==> src/i3c_target_pkg.sv <==
// Widths are fixed by the I3C SDR protocol and are not meant to be changed by a user
`default_nettype none

package i3c_target_pkg;

  // Protocol widths
  localparam int unsigned AddrWidth  = 7;
  localparam int unsigned ByteWidth  = 8;

  // RX descriptor layout
  localparam int unsigned DescWidth       = 32;
  localparam int unsigned CountWidth      = 16;
  localparam int unsigned DescParityBit   = 31;
  localparam int unsigned DescOverflowBit = 30;

  // Flops in each input synchronizer
  localparam int unsigned SyncStages = 2;

  typedef enum logic [2:0] {
    Idle,
    AddrBits,
    AddrAck,
    DataBits,
    TBit,
    Ignore
  } rx_state_e;

endpackage

`default_nettype wire

==> src/bus_event_if.sv <==
// All events are one-cycle pulses in the clk_i domain and lag the bus pins by three cycles
`timescale 1ns/100ps
`default_nettype none

interface bus_event_if ();

  logic scl_posedge;
  logic scl_negedge;
  // Also set for a repeated START
  logic start_det;
  logic stop_det;
  logic sda;

  modport monitor (output scl_posedge, output scl_negedge, output start_det,
                   output stop_det, output sda);

  modport fsm (input scl_posedge, input scl_negedge, input start_det,
               input stop_det, input sda);

endinterface

`default_nettype wire

==> src/rx_byte_if.sv <==
// No ready signal exists here because the bus cannot be stalled by the target
`timescale 1ns/100ps
`default_nettype none

interface rx_byte_if
  import i3c_target_pkg::*;
();

  logic                 byte_valid;
  logic [ByteWidth-1:0] byte_data;
  logic                 parity_err;
  logic                 xfer_end;

  modport fsm (output byte_valid, output byte_data, output parity_err, output xfer_end);

  modport writer (input byte_valid, input byte_data, input parity_err, input xfer_end);

endinterface

`default_nettype wire

==> src/bus_monitor.sv <==
// Assumes clk_i is fast enough that every SCL and SDA level lasts several clock cycles
`timescale 1ns/100ps
`default_nettype none

module bus_monitor
  import i3c_target_pkg::*;
(
  input  logic         clk_i,
  input  logic         rst_ni,
  input  logic         scl_i,
  input  logic         sda_i,
  bus_event_if.monitor bus_o
);

  logic [SyncStages-1:0] scl_sync_q;
  logic [SyncStages-1:0] sda_sync_q;
  logic                  scl_s;
  logic                  sda_s;
  logic                  scl_prev_q;
  logic                  sda_prev_q;

  assign scl_s = scl_sync_q[SyncStages-1];
  assign sda_s = sda_sync_q[SyncStages-1];

  // Idle bus is high on both lines
  always_ff @(posedge clk_i or negedge rst_ni) begin
    if (!rst_ni) begin
      scl_sync_q <= '1;
      sda_sync_q <= '1;
      scl_prev_q <= 1'b1;
      sda_prev_q <= 1'b1;
    end else begin
      scl_sync_q <= {scl_sync_q[SyncStages-2:0], scl_i};
      sda_sync_q <= {sda_sync_q[SyncStages-2:0], sda_i};
      scl_prev_q <= scl_s;
      sda_prev_q <= sda_s;
    end
  end

  // Edge register
  always_ff @(posedge clk_i or negedge rst_ni) begin
    if (!rst_ni) begin
      bus_o.scl_posedge <= 1'b0;
      bus_o.scl_negedge <= 1'b0;
      bus_o.start_det   <= 1'b0;
      bus_o.stop_det    <= 1'b0;
    end else begin
      bus_o.scl_posedge <= scl_s & ~scl_prev_q;
      bus_o.scl_negedge <= ~scl_s & scl_prev_q;
      // SDA may only change while SCL is high for START and STOP
      bus_o.start_det   <= scl_s & scl_prev_q & sda_prev_q & ~sda_s;
      bus_o.stop_det    <= scl_s & scl_prev_q & ~sda_prev_q & sda_s;
    end
  end

  // Level aligned with the event pulses
  assign bus_o.sda = sda_prev_q;

endmodule

`default_nettype wire

==> src/target_rx_fsm.sv <==
// Acknowledges only SDR private writes to the static address; reads and broadcast are ignored
`timescale 1ns/100ps
`default_nettype none

module target_rx_fsm
  import i3c_target_pkg::*;
(
  input  logic                 clk_i,
  input  logic                 rst_ni,
  input  logic                 target_enable_i,
  input  logic [AddrWidth-1:0] target_addr_i,
  bus_event_if.fsm             bus_i,
  output logic                 sda_o,
  rx_byte_if.fsm               rx_o,
  output logic                 parity_err_o
);

  rx_state_e                    state_q;
  logic [$clog2(ByteWidth)-1:0] bit_cnt_q;
  logic [ByteWidth-1:0]         shift_q;
  logic [ByteWidth-1:0]         shift_next;
  logic                         acked_q;
  logic                         addr_match;
  logic                         parity_bad_q;

  assign shift_next = {shift_q[ByteWidth-2:0], bus_i.sda};

  // Header is {addr, RnW}, only writes are taken
  assign addr_match = target_enable_i && !shift_next[0] &&
                      (shift_next[ByteWidth-1:1] == target_addr_i);

  always_ff @(posedge clk_i) begin
    if (bus_i.scl_posedge && (state_q == AddrBits || state_q == DataBits)) begin
      shift_q <= shift_next;
    end
    // Byte plus T bit must have odd parity
    if (bus_i.scl_posedge && state_q == TBit) begin
      parity_bad_q <= ~^{shift_q, bus_i.sda};
    end
  end

  always_ff @(posedge clk_i or negedge rst_ni) begin
    if (!rst_ni) begin
      state_q         <= Idle;
      bit_cnt_q       <= '0;
      acked_q         <= 1'b0;
      sda_o           <= 1'b1;
      rx_o.byte_valid <= 1'b0;
      rx_o.xfer_end   <= 1'b0;
    end else begin
      rx_o.byte_valid <= 1'b0;
      rx_o.xfer_end   <= 1'b0;
      if (bus_i.start_det || bus_i.stop_det) begin
        // Close an acknowledged write on either condition
        rx_o.xfer_end <= acked_q;
        acked_q       <= 1'b0;
        sda_o         <= 1'b1;
        bit_cnt_q     <= '0;
        state_q       <= bus_i.start_det ? AddrBits : Idle;
      end else begin
        unique case (state_q)
          AddrBits: begin
            if (bus_i.scl_posedge) begin
              bit_cnt_q <= bit_cnt_q + 1'b1;
              if (&bit_cnt_q) begin
                state_q <= addr_match ? AddrAck : Ignore;
              end
            end
          end
          AddrAck: begin
            // Hold SDA low for one full SCL period, negedge to negedge
            if (bus_i.scl_negedge) begin
              if (sda_o) begin
                sda_o   <= 1'b0;
                acked_q <= 1'b1;
              end else begin
                sda_o     <= 1'b1;
                bit_cnt_q <= '0;
                state_q   <= DataBits;
              end
            end
          end
          DataBits: begin
            if (bus_i.scl_posedge) begin
              bit_cnt_q <= bit_cnt_q + 1'b1;
              if (&bit_cnt_q) begin
                state_q <= TBit;
              end
            end
          end
          TBit: begin
            if (bus_i.scl_posedge) begin
              rx_o.byte_valid <= 1'b1;
              bit_cnt_q       <= '0;
              state_q         <= DataBits;
            end
          end
          // Idle and Ignore wait for START or STOP
          default: ;
        endcase
      end
    end
  end

  // Byte stays in the shift register until the next data bit
  assign rx_o.byte_data  = shift_q;
  assign rx_o.parity_err = parity_bad_q;
  assign parity_err_o    = rx_o.byte_valid & parity_bad_q;

endmodule

`default_nettype wire

==> src/rx_descriptor_writer.sv <==
// Bytes that arrive while the RX queue is not ready are dropped and flagged in the descriptor
`timescale 1ns/100ps
`default_nettype none

module rx_descriptor_writer
  import i3c_target_pkg::*;
(
  input  logic                 clk_i,
  input  logic                 rst_ni,
  rx_byte_if.writer            rx_i,
  input  logic                 rx_queue_wready_i,
  output logic                 rx_queue_wvalid_o,
  output logic [ByteWidth-1:0] rx_queue_wdata_o,
  output logic                 rx_desc_wvalid_o,
  output logic [DescWidth-1:0] rx_desc_wdata_o
);

  logic [CountWidth-1:0] count_q;
  logic [CountWidth-1:0] count_d;
  logic                  parity_q;
  logic                  parity_d;
  logic                  overflow_q;
  logic                  overflow_d;
  logic                  byte_accept;
  logic [DescWidth-1:0]  desc;

  assign byte_accept = rx_i.byte_valid & rx_queue_wready_i;

  // Fold in a byte that lands with xfer_end
  always_comb begin
    count_d = count_q;
    if (byte_accept) begin
      count_d = count_q + 1'b1;
    end
    parity_d   = parity_q | (rx_i.byte_valid & rx_i.parity_err);
    overflow_d = overflow_q | (rx_i.byte_valid & ~rx_queue_wready_i);
    desc                   = '0;
    desc[CountWidth-1:0]   = count_d;
    desc[DescParityBit]    = parity_d;
    desc[DescOverflowBit]  = overflow_d;
  end

  always_ff @(posedge clk_i or negedge rst_ni) begin
    if (!rst_ni) begin
      rx_queue_wvalid_o <= 1'b0;
      rx_desc_wvalid_o  <= 1'b0;
      count_q           <= '0;
      parity_q          <= 1'b0;
      overflow_q        <= 1'b0;
    end else begin
      rx_queue_wvalid_o <= byte_accept;
      rx_desc_wvalid_o  <= rx_i.xfer_end;
      if (rx_i.xfer_end) begin
        count_q    <= '0;
        parity_q   <= 1'b0;
        overflow_q <= 1'b0;
      end else begin
        count_q    <= count_d;
        parity_q   <= parity_d;
        overflow_q <= overflow_d;
      end
    end
  end

  always_ff @(posedge clk_i) begin
    if (byte_accept) begin
      rx_queue_wdata_o <= rx_i.byte_data;
    end
    if (rx_i.xfer_end) begin
      rx_desc_wdata_o <= desc;
    end
  end

endmodule

`default_nettype wire

==> src/i3c_target_top.sv <==
// Receive-only target; sda_o is open drain and must be ANDed with the bus line outside
`timescale 1ns/100ps
`default_nettype none

module i3c_target_top
  import i3c_target_pkg::*;
(
  input  logic                 clk_i,
  input  logic                 rst_ni,
  input  logic                 scl_i,
  input  logic                 sda_i,
  input  logic                 target_enable_i,
  input  logic [AddrWidth-1:0] target_addr_i,
  input  logic                 rx_queue_wready_i,
  output logic                 sda_o,
  output logic                 rx_queue_wvalid_o,
  output logic [ByteWidth-1:0] rx_queue_wdata_o,
  output logic                 rx_desc_wvalid_o,
  output logic [DescWidth-1:0] rx_desc_wdata_o,
  output logic                 parity_err_o
);

  bus_event_if bus_events ();
  rx_byte_if   rx_bytes ();

  bus_monitor bus_monitor_i (
    .clk_i  (clk_i),
    .rst_ni (rst_ni),
    .scl_i  (scl_i),
    .sda_i  (sda_i),
    .bus_o  (bus_events.monitor)
  );

  target_rx_fsm target_rx_fsm_i (
    .clk_i           (clk_i),
    .rst_ni          (rst_ni),
    .target_enable_i (target_enable_i),
    .target_addr_i   (target_addr_i),
    .bus_i           (bus_events.fsm),
    .sda_o           (sda_o),
    .rx_o            (rx_bytes.fsm),
    .parity_err_o    (parity_err_o)
  );

  rx_descriptor_writer rx_descriptor_writer_i (
    .clk_i             (clk_i),
    .rst_ni            (rst_ni),
    .rx_i              (rx_bytes.writer),
    .rx_queue_wready_i (rx_queue_wready_i),
    .rx_queue_wvalid_o (rx_queue_wvalid_o),
    .rx_queue_wdata_o  (rx_queue_wdata_o),
    .rx_desc_wvalid_o  (rx_desc_wvalid_o),
    .rx_desc_wdata_o   (rx_desc_wdata_o)
  );

endmodule

`default_nettype wire

==> config.mk <==
export PLATFORM = sky130hd
export DESIGN_NAME = i3c_target_top
export DESIGN_NICKNAME = d
export VERILOG_FILES = /design/src/i3c_target_pkg.sv /design/src/bus_event_if.sv /design/src/rx_byte_if.sv /design/src/bus_monitor.sv /design/src/target_rx_fsm.sv /design/src/rx_descriptor_writer.sv /design/src/i3c_target_top.sv
export SDC_FILE = /design/constraint.sdc
export NUM_CORES = 1
export LEC_CHECK = 0
export ABC_AREA = 1
export BUFFER_PORTS_ARGS = -buffer_cell sky130_fd_sc_hd__clkbuf_2
export CAP_MARGIN = 30
export CORE_ASPECT_RATIO = 1.75
export CORE_MARGIN = 2
export CORE_UTILIZATION = 51
export CTS_BUF_LIST = sky130_fd_sc_hd__clkbuf_2
export DETAILED_ROUTE_END_ITERATION = 16
export HOLD_SLACK_MARGIN = 0.12
export PLACE_DENSITY = 0.76
export SETUP_SLACK_MARGIN = 0.5
export SLEW_MARGIN = 10
export SYNTH_ARGS = -nofsm -noshare
export SYNTH_HDL_FRONTEND = slang
export SYNTH_SLANG_ARGS = --single-unit
==> constraint.sdc <==
create_clock -name clk_i -period 1.58 [get_ports clk_i]
set_clock_uncertainty 0.1 [all_clocks]
set_input_delay 0.079 -clock clk_i [delete_from_list [all_inputs] [get_ports clk_i]]
set_output_delay 0.079 -clock clk_i [all_outputs]
set_load 0.1 [all_outputs]
==> reports/metrics.yaml <==
run_status:
  status: "complete, but fails checks"
  violations: "negative hold slack, negative setup slack"
routing:
  drt.antenna.violating_nets: 0
  drc_errors: 0
  vias_per_cell: 5.496
  dr.pass1.iters: 5
  num_vias: 2924
  wire_per_inst_um: 22.35
  totalWireLength_um: 11890
  drt_iter0_drc: 293
cells_and_area:
  synthToLayoutAreaGrowth_pct: 63.29
  fin_util_pct: 86.86
  n_antenna_cell: 0
  nFillCells: 244
  fin_nets: 463
  fin_area_mm2: 0.005410
  drive_above_1_share_pct: 49.12
  fin_cells: 532
pwr:
  p_switching_mw: 2.316
  p_int_mw: 3.583
  comb_power_share_pct: 34.7
  clock_power_share_pct: 21.9
  seqPwrFrac_pct: 43.4
  p_leak_nw: 2.567
  ir_worst_vdd_v: 0.0008994
  power_density_mw_per_mm2: 1090
  fin_total_pwr_mw: 5.899
  p_sw_share_pct: 39.26
grt:
  grt_usage_pct: 26.36
  grt_pass1_wl_um: 13980
  grt_overflow: 0
  antenna_found_initial: 0
  grt_start_max_net_pins: 38
  first_global_vias: 2767
logic_synthesis:
  ys.flop_type: "edfxtp_1"
  yosysMostFrequentCell: "nand2_1"
  ys_seq_elements: 75
  synth-async-reset-ratio_pct: 53.33
  synth_compound_area_share_pct: 3.399
  synth_area_leaders: "edfxtp_1, dfrtp_1, nand2_1"
  synth_top_family_by_area: "simple AND/OR/NAND/NOR gates"
  muxShareOfSynthArea_pct: 0
  synth.largest_area_cell: "edfxtp_1"
  ys_top_cells_by_count: "nand2_1, inv_1, edfxtp_1"
  yosys_warnings: 0
  ys_seq_area_share_pct: 62.20
  synth_cells: 329
  yosys.area_share.simple_pct: 19.00
  synth_xor_area_share_pct: 3.927
  synthDistinctLibCells: 33
  avgSynthCellArea_um2: 10.07
  syn_area_mm2: 0.003313
  synth_top_area_share_pct: 31.72
  synth_edf_count: 35
  synthAdderAreaFrac_pct: 1.133
critical_path:
  critPathLaunchType: "flop"
  path_cells: "buf_6 -> nand2_4 -> clkinv_4 -> nand2_4 -> nor2_4 -> nand3_4 -> buf_6 -> nor2_4 -> nand3_2 -> nand2_2 -> inv_2"
  crit_type: "flop to flop"
  worstPathArrival_ns: 2.22
  path_max_fanout: 3
  worst_ep_required_time_ns: 1.85
  cp_top_family: "simple AND/OR/NAND/NOR gates"
  end_kind: "flop"
  reg2reg_depth: 11
  cp.depth: 11
  critPathMaxStageDelay_ns: 0.43
  critPathBufInv: 4
  cp_slowest_cell: "dfrtp_1"
clocking:
  cts.clk_slew.worst_paths_ns: 0.25
  hold_buffers: 14
  clockBufferDepth: 2
  numCtsBuffers: 9
  root_buffer: "clkbuf_2"
  clock_latency_ns: 0.60
  numClockSinks: 75
  htree_levels: 3
  cts_tree: "done"
job:
  drv_cap: 0
placement:
  dp_cells: 464
  hpwlAfterDp_um: 4035
  placed_area_mm2: 0.003786
  gp_congestion: 0.8213
  port_buffers: 42
  pre_cts_slack_ns: -0.02738
floorplanning:
  std_cell_rows: 38
  core_area_mm2: 0.006228
  dieArea_mm2: 0.007183
  die_h_um: 110.6
  start_util_pct: 53.19
  die_w_um: 64.93
  io_pins: 57
sta:
  rsz0062_at_grt: "yes"
  hold_ws_ns: -0.1787
  finalSetupViolations: 32
  fin_crit_ns: 1.950
  hold_viol_final: 12
  slew_violations: 0
  fin_ws_ns: -0.3703
  min_period_over_period_pct: 123.4
  maxClockFrequency_mhz: 512.7
worst_hold_path:
  hp-class: "input pin to async pin"
## final cells by class
class                   instances  area (um2)  area share (%)
flip-flops and latches         75        2068           38.23
repair buffers                110        1480           27.36
multi-input cells             191        1388           25.65
inverters                      60       241.5           4.463
well taps                      80       100.1           1.850
clock inverters                 5       77.57           1.434
clock buffers                  11       55.05           1.018
## per-stage QoR
step | TNS (ns) | hold slack, ns
after floorplan | -0.02103 | -0.3166
after global placement | 0 | -0.07477
after detailed placement | -0.08858 | -0.07603
after CTS | -0.7049 | -0.1495
after global routing | -8.042 | -0.2010
final | -6.845 | -0.1787
## final timing paths
| check | startpoint | endpoint | slack, ns |
|---|---|---|---|
| worst max-delay path | target_rx_fsm_i.rx_o.byte_valid$_DFF_PN0_ | rx_descriptor_writer_i.rx_desc_wdata_o[14]$_DFFE_PP_ | -0.37 |
| worst min-delay path | rst_ni | rx_descriptor_writer_i.rx_queue_wvalid_o$_DFF_PN0_ | -0.18 |
| worst max register to register | target_rx_fsm_i.rx_o.byte_valid$_DFF_PN0_ | rx_descriptor_writer_i.rx_desc_wdata_o[14]$_DFFE_PP_ | -0.37 |
| worst min register to register | bus_monitor_i.scl_sync_q[1]$_DFF_PN1_ | bus_monitor_i.scl_prev_q$_DFF_PN1_ | 0.25 |
| max in group asynchronous | rst_ni | bus_monitor_i.scl_sync_q[1]$_DFF_PN1_ | 0.91 |
| min in group clk_i | rx_queue_wready_i | rx_descriptor_writer_i.count_q[0]$_DFF_PN0_ | 0.04 |
## flip-flops by register name, indices dropped and copies added, names as in the netlist, 2 cells and up
name                                     cells
target_rx_fsm_i.bit_cnt_q                    3
rx_descriptor_writer_i.rx_desc_wdata_o      18
bus_monitor_i.sda_sync_q                     2
rx_descriptor_writer_i.count_q              16
rx_descriptor_writer_i.rx_queue_wdata_o      8
target_rx_fsm_i.state_q                      3
bus_monitor_i.scl_sync_q                     2
target_rx_fsm_i.rx_o.byte_data               8
## repair_timing
| action | 4_1_cts | 5_1_grt |
|---|---|---|
| pin swaps | 35 | 40 |
| endpoints found under the setup margin | 90 | 95 |
| hold endpoints to repair | 64 | 21 |
| buffers inserted | 22 | 16 |
| gates resized for setup | 150 | 77 |
## power groups by stage
stage / sequential [mW] / combinational, mW / clock [mW]
after floorplan: 2.71 / 0.847 / 0
after global placement: 2.51 / 1.30 / 0
after detailed placement: 2.52 / 1.33 / 0
after CTS: 2.50 / 1.65 / 1.22
after global routing: 2.58 / 2.16 / 1.38
final: 2.56 / 2.05 / 1.29
## layer usage
| layer | up-vias | wire [um] | GRT usage, % |
|---|---|---|---|
| li1 | 1234 | - | - |
| met1 | 1423 | 3998 | 29.23 |
| met2 | 206 | 6308 | 45.22 |
| met3 | 61 | 834 | 5.499 |
| met4 | 0 | 745 | 15.46 |
| met5 | - | 0 | 0 |
## cells in the final DEF, fill, tap and decap left out, types with 3 or more instances in the layout
master	instances
nand2_4	10
inv_4	3
conb_1	14
nand2_2	18
dfrtp_2	3
buf_6	25
buf_4	25
nand3_1	3
clkbuf_2	23
inv_1	42
inv_2	13
dfrtp_1	30
a21oi_2	5
o21ai_1	3
nand3_4	4
o21ai_2	3
buf_12	4
xor2_2	5
a21oi_1	4
nor2_2	9
clkbuf_16	28
o21ai_4	3
nor3_4	5
nor2_1	15
nor3_1	4
edfxtp_1	35
xor2_1	4
dlygate4sd3_1	14
xnor2_1	3
dfstp_2	6
nor2_4	11
nand2_1	49
## logic make-up (layout without fill, tap and decap cells)
family | Yosys count | in the layout
buffers and inverters | 76 | 186
AOI/OAI and AO/OA | 21 | 21
other | 1 | 14
DFF | 75 | 75
adders and majority gates | 3 | 3
xor gates and xnor gates | 14 | 14
and+or+nand+nor | 139 | 139
Power figures use the tool's default switching activity.
